--- src/include/mmu_consts.svh ---
`ifndef MMU_CONSTS_SVH
`define MMU_CONSTS_SVH

//////////////////////////////
// Sv32 field widths
//////////////////////////////
`define VPN_W 20
`define PPN_W 22
`define PA_W 34

// PTE flag positions.
`define PTE_V 0
`define PTE_R 1
`define PTE_W 2
`define PTE_X 3
`define PTE_U 4
`define PTE_G 5

`define RQID_W 2

//////////////////////////////
// default TLB geometry
//////////////////////////////
`define ITLB_SIZE 8
`define DTLB_SIZE 16
`define TLB_ASSOC 4

`endif

--- src/mmuPkg.sv ---
`include "mmu_consts.svh"

package mmuPkg;

    // one lookup port of a TLB.
    typedef struct packed {
        logic valid;
        logic [`VPN_W-1:0] vpn;
    } TlbReq;

    // rwx holds R in bit 0, W in bit 1 and X in bit 2, as in the PTE.
    typedef struct packed {
        logic hit;
        logic [19:0] ppn;
        logic [2:0] rwx;
        logic user;
        logic isSuper;
        logic pageFault;
        logic accessFault;
    } TlbRes;

    //////////////////////////////
    // walker result
    //////////////////////////////

    // Broadcast to both TLBs. The full 22 bit PPN is kept so that each
    // receiver can flag the access fault from the two top bits.
    typedef struct packed {
        logic valid;                  // one cycle pulse.
        logic busy;                   // level, high while a walk runs.
        logic [`RQID_W-1:0] rqId;
        logic [`VPN_W-1:0] vpn;
        logic [`PPN_W-1:0] ppn;
        logic [2:0] rwx;
        logic user;
        logic globl;
        logic isSuperPage;
        logic pageFault;
    } PageWalkRes;

    // rqId 0 belongs to instruction fetch, all others to the AGUs.
    localparam logic [`RQID_W-1:0] IFETCH_RQID = '0;

endpackage

--- src/pageWalkBus.sv ---
`include "mmu_consts.svh"

interface pageWalkBus import mmuPkg::*; ();

    PageWalkRes res;

    // physical pages above the 32 bit range are not backed by anything.
    logic accessFault;

    assign accessFault = res.ppn[`PPN_W-1:20] != '0;

    //////////////////////////////
    // views
    //////////////////////////////

    modport walker (
        output res,
        input  accessFault
    );

    // Both TLBs and the top level only listen.
    modport tlb (
        input res,
        input accessFault
    );

endinterface

--- src/tlb.sv ---
`include "mmu_consts.svh"

module tlb import mmuPkg::*; #(
    parameter int NUM_RQ = 1,
    parameter int SIZE = `ITLB_SIZE,
    parameter int ASSOC = `TLB_ASSOC,
    parameter bit IS_IFETCH = 1'b0
) (
    input  logic clk,
    input  logic rst,
    input  logic clear,
    pageWalkBus.tlb pw,
    input  TlbReq reqs [NUM_RQ],
    output TlbRes res [NUM_RQ]
);

    localparam int LEN = SIZE / ASSOC;
    localparam int IDX_W = $clog2(LEN);
    localparam int WAY_W = $clog2(ASSOC);
    localparam int TAG_W = `VPN_W - IDX_W;

    typedef struct packed {
        logic [TAG_W-1:0] tag;
        logic [19:0] ppn;
        logic [2:0] rwx;
        logic user;
        logic isSuper;
        logic pageFault;
        logic accessFault;
    } TlbEntry;

    TlbEntry store [LEN][ASSOC];
    logic [ASSOC-1:0] entryValid [LEN];
    logic [WAY_W-1:0] victim [LEN];      // round robin pointer per set.
    logic [LEN-1:0] inc;
    logic [IDX_W-1:0] setIdx [NUM_RQ];
    logic [ASSOC-1:0] hitWays [NUM_RQ];

    logic dropWalk;                      // set by a fence, eats the walk in flight.
    logic sideMatch;
    logic fillEn;
    logic [IDX_W-1:0] fillSet;
    TlbEntry fillEntry;

    // A superpage only compares the top ten VPN bits.
    function automatic logic tagMatch(input TlbEntry e, input logic [`VPN_W-1:0] vpn);
        if (e.isSuper)
            return e.tag[TAG_W-1 -: 10] == vpn[19:10];
        return e.tag == vpn[`VPN_W-1:IDX_W];
    endfunction

    //////////////////////////////
    // lookup
    //////////////////////////////

    always_comb begin
        TlbEntry e;
        inc = '0;
        for (int i = 0; i < NUM_RQ; i++) begin
            setIdx[i] = reqs[i].vpn[IDX_W-1:0];
            hitWays[i] = '0;
            res[i] = '0;
            for (int j = 0; j < ASSOC; j++) begin
                e = store[setIdx[i]][j];
                if (reqs[i].valid && entryValid[setIdx[i]][j] && tagMatch(e, reqs[i].vpn)) begin
                    hitWays[i][j] = 1'b1;
                    res[i].hit = 1'b1;
                    res[i].ppn = e.isSuper ? {e.ppn[19:10], reqs[i].vpn[9:0]} : e.ppn;
                    res[i].rwx = e.rwx;
                    res[i].user = e.user;
                    res[i].isSuper = e.isSuper;
                    res[i].pageFault = e.pageFault;
                    res[i].accessFault = e.accessFault;
                    if (victim[setIdx[i]] == WAY_W'(j))
                        inc[setIdx[i]] = 1'b1;   // the pointer moves past a way in use.
                end
            end
        end
    end

    //////////////////////////////
    // fill
    //////////////////////////////

    assign sideMatch = IS_IFETCH ? (pw.res.rqId == IFETCH_RQID) : (pw.res.rqId != IFETCH_RQID);
    assign fillEn = pw.res.valid && !dropWalk && sideMatch;
    assign fillSet = pw.res.vpn[IDX_W-1:0];

    always_comb begin
        fillEntry.tag = pw.res.vpn[`VPN_W-1:IDX_W];
        fillEntry.ppn = pw.res.ppn[19:0];
        fillEntry.rwx = pw.res.rwx;
        fillEntry.user = pw.res.user;
        fillEntry.isSuper = pw.res.isSuperPage;
        fillEntry.pageFault = pw.res.pageFault;
        fillEntry.accessFault = pw.accessFault;
    end

    always_ff @(posedge clk) begin
        if (fillEn)
            store[fillSet][victim[fillSet]] <= fillEntry;
    end

    always_ff @(posedge clk) begin
        if (rst) begin
            dropWalk <= 1'b0;
            for (int s = 0; s < LEN; s++) begin
                entryValid[s] <= '0;
                victim[s] <= '0;
            end
        end else if (clear) begin
            // an sfence.vma also makes the walk in progress stale.
            dropWalk <= 1'b1;
            for (int s = 0; s < LEN; s++)
                entryValid[s] <= '0;
        end else begin
            if (dropWalk && !pw.res.busy)
                dropWalk <= 1'b0;
            if (fillEn)
                entryValid[fillSet][victim[fillSet]] <= 1'b1;
            for (int s = 0; s < LEN; s++)
                if (inc[s]) victim[s] <= victim[s] + 1'b1;
        end
    end

    // Two ways with the same page only appear if the core walked it twice.
    for (genvar p = 0; p < NUM_RQ; p++) begin : gOneHit
        assert property (@(posedge clk) disable iff (rst) $onehot0(hitWays[p]));
    end

endmodule

--- src/pageWalker.sv ---
`include "mmu_consts.svh"

module pageWalker import mmuPkg::*; (
    input  logic clk,
    input  logic rst,
    input  logic [`PPN_W-1:0] rootPpn,

    input  logic walkReqValid,
    input  logic [`VPN_W-1:0] walkReqVpn,
    input  logic [`RQID_W-1:0] walkReqId,

    output logic memReq,
    output logic [`PA_W-1:0] memAddr,
    input  logic memRespValid,
    input  logic [31:0] memRespData,

    pageWalkBus.walker pw
);

    typedef enum logic [1:0] {
        IDLE,
        WAIT_L1,
        WAIT_L0,
        DONE
    } WalkState;

    WalkState state;
    logic [`VPN_W-1:0] curVpn;
    logic [`RQID_W-1:0] curId;
    PageWalkRes result;

    logic [`PPN_W-1:0] ptePpn;
    logic [2:0] pteRwx;
    logic pteLeaf;
    logic pteBad;

    //////////////////////////////
    // PTE decode
    //////////////////////////////

    assign ptePpn = memRespData[31:10];
    assign pteRwx = memRespData[`PTE_X:`PTE_R];
    assign pteLeaf = memRespData[`PTE_R] | memRespData[`PTE_X];
    // writable without readable is a reserved encoding.
    assign pteBad = !memRespData[`PTE_V] || (memRespData[`PTE_W] && !memRespData[`PTE_R]);

    function automatic PageWalkRes finish(input logic superPage, input logic fault);
        PageWalkRes r;
        r.valid = 1'b1;
        r.busy = 1'b1;
        r.rqId = curId;
        r.vpn = curVpn;
        r.ppn = ptePpn;
        r.rwx = pteRwx;
        r.user = memRespData[`PTE_U];
        r.globl = memRespData[`PTE_G];
        r.isSuperPage = superPage;
        r.pageFault = fault;
        return r;
    endfunction

    //////////////////////////////
    // walk FSM
    //////////////////////////////

    always_ff @(posedge clk) begin
        if (rst) begin
            state <= IDLE;
            memReq <= 1'b0;
            result.valid <= 1'b0;
            result.busy <= 1'b0;
        end else begin
            memReq <= 1'b0;
            result.valid <= 1'b0;
            case (state)
                IDLE: begin
                    if (walkReqValid) begin
                        curVpn <= walkReqVpn;
                        curId <= walkReqId;
                        memReq <= 1'b1;
                        memAddr <= {rootPpn, walkReqVpn[19:10], 2'b00};
                        result.busy <= 1'b1;
                        state <= WAIT_L1;
                    end
                end
                WAIT_L1: begin
                    if (memRespValid) begin
                        if (pteBad) begin
                            result <= finish(1'b1, 1'b1);
                            state <= DONE;
                        end else if (pteLeaf) begin
                            // a superpage must be aligned to 4 MiB.
                            result <= finish(1'b1, ptePpn[9:0] != '0);
                            state <= DONE;
                        end else begin
                            memReq <= 1'b1;
                            memAddr <= {ptePpn, curVpn[9:0], 2'b00};
                            state <= WAIT_L0;
                        end
                    end
                end
                WAIT_L0: begin
                    if (memRespValid) begin
                        result <= finish(1'b0, pteBad || !pteLeaf);
                        state <= DONE;
                    end
                end
                DONE: begin
                    result.busy <= 1'b0;    // the result pulse has gone out.
                    state <= IDLE;
                end
                default: state <= IDLE;
            endcase
        end
    end

    assign pw.res = result;

    // The memory only answers reads this walker has issued.
    assert property (@(posedge clk) disable iff (rst)
        memRespValid |-> (state == WAIT_L1 || state == WAIT_L0));

endmodule

--- src/mmuTop.sv ---
`include "mmu_consts.svh"

module mmuTop import mmuPkg::*; (
    input  logic clk,
    input  logic rst,
    input  logic clear,
    input  logic [`PPN_W-1:0] rootPpn,

    input  logic walkReqValid,
    input  logic [`VPN_W-1:0] walkReqVpn,
    input  logic [`RQID_W-1:0] walkReqId,
    output logic walkBusy,
    output logic walkDoneValid,
    output logic [`RQID_W-1:0] walkDoneId,
    output logic walkDonePageFault,
    output logic walkDoneAccessFault,

    output logic memReq,
    output logic [`PA_W-1:0] memAddr,
    input  logic memRespValid,
    input  logic [31:0] memRespData,

    input  logic iValid,
    input  logic [`VPN_W-1:0] iVpn,
    output logic iHit,
    output logic [19:0] iPpn,
    output logic [2:0] iRwx,
    output logic iUser,
    output logic iSuper,
    output logic iPageFault,
    output logic iAccessFault,

    // index 0 and 1 are the two AGUs.
    input  logic [1:0] dValid,
    input  logic [1:0][`VPN_W-1:0] dVpn,
    output logic [1:0] dHit,
    output logic [1:0][19:0] dPpn,
    output logic [1:0][2:0] dRwx,
    output logic [1:0] dUser,
    output logic [1:0] dSuper,
    output logic [1:0] dPageFault,
    output logic [1:0] dAccessFault
);

    localparam int D_PORTS = 2;

    TlbReq iReq [1];
    TlbRes iRes [1];
    TlbReq dReq [D_PORTS];
    TlbRes dRes [D_PORTS];

    pageWalkBus pwBus ();

    pageWalker walker (
        .clk(clk),
        .rst(rst),
        .rootPpn(rootPpn),
        .walkReqValid(walkReqValid),
        .walkReqVpn(walkReqVpn),
        .walkReqId(walkReqId),
        .memReq(memReq),
        .memAddr(memAddr),
        .memRespValid(memRespValid),
        .memRespData(memRespData),
        .pw(pwBus)
    );

    tlb #(.NUM_RQ(1), .SIZE(`ITLB_SIZE), .ASSOC(`TLB_ASSOC), .IS_IFETCH(1'b1)) itlb (
        .clk(clk), .rst(rst), .clear(clear), .pw(pwBus), .reqs(iReq), .res(iRes)
    );

    tlb #(.NUM_RQ(D_PORTS), .SIZE(`DTLB_SIZE), .ASSOC(`TLB_ASSOC), .IS_IFETCH(1'b0)) dtlb (
        .clk(clk), .rst(rst), .clear(clear), .pw(pwBus), .reqs(dReq), .res(dRes)
    );

    //////////////////////////////
    // port packing
    //////////////////////////////

    assign walkBusy = pwBus.res.busy;
    assign walkDoneValid = pwBus.res.valid;
    assign walkDoneId = pwBus.res.rqId;
    assign walkDonePageFault = pwBus.res.pageFault;
    assign walkDoneAccessFault = pwBus.accessFault;

    assign iReq[0] = '{valid: iValid, vpn: iVpn};
    assign {iHit, iPpn, iRwx, iUser, iSuper, iPageFault, iAccessFault} = iRes[0];

    for (genvar p = 0; p < D_PORTS; p++) begin : gDPort
        assign dReq[p] = '{valid: dValid[p], vpn: dVpn[p]};
        assign dHit[p] = dRes[p].hit;
        assign dPpn[p] = dRes[p].ppn;
        assign dRwx[p] = dRes[p].rwx;
        assign dUser[p] = dRes[p].user;
        assign dSuper[p] = dRes[p].isSuper;
        assign dPageFault[p] = dRes[p].pageFault;
        assign dAccessFault[p] = dRes[p].accessFault;
    end

endmodule

--- config.mk ---
export PLATFORM = sky130hd
export DESIGN_NAME = mmuTop
export DESIGN_NICKNAME = d
export VERILOG_FILES = /design/src/mmuPkg.sv /design/src/pageWalkBus.sv /design/src/tlb.sv /design/src/pageWalker.sv /design/src/mmuTop.sv
export VERILOG_INCLUDE_DIRS = /design/src /design/src/include
export SDC_FILE = /design/constraint.sdc
export NUM_CORES = 2
export LEC_CHECK = 0
export BUFFER_PORTS_ARGS = -buffer_cell sky130_fd_sc_hd__buf_2
export CORE_UTILIZATION = 64
export CTS_BUF_LIST = sky130_fd_sc_hd__clkbuf_2
export DETAILED_ROUTE_END_ITERATION = 16
export GPL_TIMING_DRIVEN = 0
export PLACE_DENSITY = 0.85
export SLEW_MARGIN = 20
export SYNTH_ARGS = -nofsm -noshare
export SYNTH_HDL_FRONTEND = slang
export SYNTH_HIERARCHICAL = 1
export SYNTH_SLANG_ARGS = --single-unit
--- constraint.sdc ---
create_clock -name clk -period 9.7 [get_ports clk]
set_input_delay 1.94 -clock clk [delete_from_list [all_inputs] [get_ports clk]]
set_output_delay 1.94 -clock clk [all_outputs]
set_load 0.005 [all_outputs]
Word-level counts from Yosys, hierarchy flattened

Memory sizes are Yosys's and may differ from the RTL's. A register that Yosys moved wholly into a read port is not among the register bits.
Cells that the tools add are included.

Add/subtract/negate cells: 6
Multiply operators: 0
Divide/modulo/power cells: 0
$lt $le $gt $ge: 14
Equality and inequality tests: 42
Shifts and indexed selects: 0
Mux-type cells: 185
Bitwise gates (word level): 26
Reduce and logical (&&, ||, !) cells: 65

Operators by type and width:

| operator                                                                     | count |
|---|---|
| 28-bit two-way mux                                                           | 12 |
| 53-bit two-way mux                                                           | 4 |
| 184-bit two-way mux                                                          | 1 |
| 180-bit two-way mux                                                          | 1 |
| 18-bit == test                                                               | 8 |
| 34-bit two-way mux                                                           | 4 |
| 10-bit == test                                                               | 12 |
| 10-bit two-way mux                                                           | 12 |
| 4-bit two-way mux                                                            | 28 |
| 51-bit one-hot mux with 2 select lines                                       | 1 |
| 46-bit demux with 2-bit select                                               | 1 |
| 45-bit demux with 2-bit select                                               | 1 |
| 1-bit two-way mux                                                            | 89 |
| 19-bit == test                                                               | 4 |
| 34-bit one-hot mux with 2 select lines                                       | 1 |
| 46-bit two-way mux                                                           | 1 |
| 45-bit two-way mux                                                           | 1 |
| 1-bit logical AND                                                            | 38 |
| 2-bit two-way mux                                                            | 19 |
| 4-bit OR                                                                     | 7 |
| 2-bit == test, second input constant                                         | 8 |
| 1-bit OR                                                                     | 13 |
| 2-bit by 1-bit adder with 2-bit output, second input constant                | 6 |
| 2-bit by 3-bit less-than comparator with 1-bit output, second input constant | 4 |
| other kinds (26)                                                             | 62 |

Register bits after elaboration: 113
Latch bits: 0
Bits in writable memories: 1124
Bits in read-only memories: 0
Input bits: 144
Output and inout bits: 125
Word-level logic and storage cells: 360
Memories: 6

Memory list:

| memory          | words | width | read ports | clocked after Yosys merged registers in | write ports | RTL line  | RTL |
|---|---|---|---|---|---|---|---|
| dtlb.store      | 4     | 180   | 2          | 0                                       | 1           | tlb.sv:32 | `TlbEntry store [LEN][ASSOC];` |
| itlb.store      | 2     | 184   | 1          | 0                                       | 1           | tlb.sv:32 |  |
| dtlb.entryValid | 4     | 4     | 2          | 0                                       | 4           | tlb.sv:33 | `logic [ASSOC-1:0] entryValid [LEN];` |
| dtlb.victim     | 4     | 2     | 7          | 1                                       | 4           | tlb.sv:34 | `logic [WAY_W-1:0] victim [LEN];` |
| itlb.entryValid | 2     | 4     | 1          | 0                                       | 2           | tlb.sv:33 |  |
| itlb.victim     | 2     | 2     | 4          | 1                                       | 2           | tlb.sv:34 |  |

Depth between registers and ports, before layout

Depth in word-level cells: 32
Gate-level depth with buffers: 16
Gate-level depth less buffers: 8

By module

Netlist, hierarchy kept.

Modules (own cells, without submodules):

| module     | times used | cells each | area each (µm²) | sequential area each (µm²) |
|---|---|---|---|---|
| tlb (dtlb) | 1          | 2186       | 37613.6         | 22201.3 |
| tlb (itlb) | 1          | 940        | 15793.9         | 11350.9 |
| pageWalker | 1          | 248        | 4319.1          | 3253.1 |
| mmuTop     | 1          | 1          | 6.3             | 0.0 |

Worst setup path before layout

Ideal clock, no wire load.

Path kind: input port to flip-flop
Start: input memRespData[1]
End: register walker.memAddr[10] (enable)
Library setup time: 0.593 ns
Arrival time: 7.556 ns
Data required time: 9.107 ns
Setup slack: 1.550 ns
Cell stages on the path: 3
Path buffers: 0
Cell sequence: nor4b_2 -> nand2_1 -> a2111oi_0

Word-level cells in the longest chain between the ends: 5
Elaborated cells on any way between the ends: 7
Classes of those cells: eq/ne: 2; bitwise: 1; reduce/logical: 4

RTL lines:

| what                              | RTL line         | RTL |
|---|---|---|
| from (decl)                       | mmuTop.sv:21     | `input logic [31:0] memRespData,` |
| 1-bit logical NOT                 | pageWalker.sv:45 | `` assign pteBad = !memRespData[`PTE_V] \|\| (memRespData[`PTE_W] && !memRespData[`PTE_R]); `` |
| 1-bit logical AND                 | pageWalker.sv:45 |  |
| 1-bit logical OR                  | pageWalker.sv:45 |  |
| 2-bit != test (no line)           | n/a              |  |
| 6-bit AND reduction (no line) (*) | n/a              |  |
| to (signal assigned)              | pageWalker.sv:81 | `memAddr <= {rootPpn, walkReqVpn[19:10], 2'b00};` |
| to (signal assigned)              | pageWalker.sv:97 | `memAddr <= {ptePpn, curVpn[9:0], 2'b00};` |
| to (decl)                         | pageWalker.sv:13 | `` output logic [`PA_W-1:0] memAddr, `` |

Every way passes the cells marked *; elsewhere a longest branch is shown, timed or not.
A chain may end at the register's enable or synchronous reset.

==> flow_summary.toml <==
[clock_tree]
cts_tree = "done"
cts_setup_buffers = 0
htreeDepth = 5
clk_latency_ns = 1.59
clock-sinks = 1235
clk_pin_slew_ns = 0.08
clockRootBuffer = "clkbuf_2"
cts_max_path_buffers = 4
ctsHoldBuffers = 0
cts_resized = 0
cts_buffers = 311

[timing]
relSlewSlack = 0.140
min_period_ns = 9.16
hold_ws_ns = 0.479
period_share = 0.944
slew_violations = 0
worst_pin_slew_ns = 1.29
clock_skew_ns = 0.234
hold_viol_final = 0
setup_violations = 0
rsz0062_at_grt = "no"
fmax_mhz = 109

[placed_design]
placed_area_um2 = 61700
hpwl_um = 116000
port_buffers = 211
gp_congestion = 0.985

[critical_path]
crit_path_max_incr_delay_ns = 0.90
crit_chain = "buf_2 -> buf_4 -> buf_2 -> buf_2 -> mux2i_1 -> a2111oi_0 -> o21ai_0 -> a211oi_1 -> and3_1 -> buf_2 -> clkbuf_1 -> nand2_1 -> o31ai_1 -> buf_2"
critPathLaunchType = "input port"
crit_required_ns = 7.76
crit_top_cell = "buf_2"
crit_arrival_ns = 7.22
crit_path_end_kind = "output pin"
path_buf_inv = 7
critPathMaxFanout = 10
slowest_stage = "clkbuf_1"
cp_top_family = "buffers and inverters"
critPathKind = "input port to output pin"

[floorplan]
core_area_um2 = 88800
die-width_um = 302
rows = 109
ios = 269
fp.dieH_um = 302
dieArea_um2 = 91400
start_util = 0.650

[detailed_routing]
wl_per_cell_um = 31.8
dr.pass1.iters = 9
ant_nets = 0
vias_per_cell = 6.97
drt-initial-drc-count = 6233
via_count = 37406
drt_wl_total_um = 170000
drc = 0

[global_route]
grt_pass1_wl_um = 243000
grt_util_all_layers = 0.377
grt_max_degree = 26
grt_pass1_vias = 37713
gr-total-overflow = 0
antenna_found_initial = 14

[synth]
yosysWarnings = 6
syn_area_um2 = 57700
syn_inst = 3373
postSynthAreaPerCell_um2 = 17.1

[layout]
fillers = 5183
register_area_um2 = 36800
layout.nets = 4136
multiInputGateArea_um2 = 19500
syn2layout_area_growth_pct = 11.8
layout_commonest_cell = "edfxtp_1"
drive_gt1_frac = 0.342
final_cell_area_um2 = 64500
mostFrequentLayoutCells = "1204 x edfxtp_1, 428 x clkbuf_2, 312 x mux4_2"

[worst_hold_path]
hp-class = "flip-flop to flip-flop"

[power]
peakVddDrop_v = 0.000170
power.density_nw_per_um2 = 167
leakage_uw = 0.0224

[flow_run]
cap_violations = 0

[run_status]
status = "completed"
==> path summary, 6_finish.rpt <==
path,slack [ns],cells after the start,start,end
worst max-delay path,0.54,14,dVpn[1],dPpn[5]
worst min-delay path,0.48,1,itlb/entryValid[0][0],itlb/entryValid[0][0]
worst min register to register,0.48,1,itlb/entryValid[0][0],itlb/entryValid[0][0]
worst max register to register,5.44,7,walker/pw.res[29],dtlb/store[0][162]
==> routing by layer <==
metal	GRT usage	up-vias	share of wire
met4	0.206	6	0.059
li1	-	15041	-
met5	0	-	0.00020
met1	0.478	18295	0.33
met3	0.125	693	0.15
met2	0.578	3371	0.46
==> cell type report <==
class                           instances  area share
Buffer                                251      0.0225
Tap cell                             1165      0.0226
Inverter                               41     0.00239
Clock inverter                         84     0.00803
Antenna cell                           12    0.000466
Timing Repair Buffer                  302      0.0380
Sequential cell                      1235       0.570
Multi-Input combinational cell       1847       0.303
Clock buffer                          428      0.0332
==> flip-flops by register name, indices dropped and copies added (netlist names) <==
name / flops
dtlb/dropWalk: 1
walker/state: 2
dtlb/store: 720
itlb/dropWalk: 1
walker/memAddr: 32
itlb/store: 368
dtlb/victim: 8
walker/curVpn: 20
walker/memReq: 1
itlb/victim: 4
walker/pw.res: 52
walker/curId: 2
itlb/entryValid: 8
dtlb/entryValid: 16
==> power breakdown <==
group	switching, µW	internal [µW]	leakage [µW]	total, µW
sequential	205	6080	0.0111	6290
combinational	609	436	0.00928	1050
clock	2050	1370	0.00203	3410
total	2860	7890	0.0224	10700
==> metrics by stage <==
step / total power (µW) / cells / setup WS (ns) / TNS (ns) / utilization
final: 10700 / 5365 / 0.541 / 0 / 0.726
after detailed placement: 7410 / 4837 / 1.01 / 0 / 0.695
after global placement: 7360 / 4750 / -1.49 / -47.91 / 0.678
after CTS: 10700 / 5349 / 0.986 / 0 / 0.725
after global routing: 11100 / 5362 / 0.734 / 0 / 0.726
after floorplan: 6960 / 3374 / 1.55 / 0 / -
Note: power is estimated with default switching activity, not from simulation.
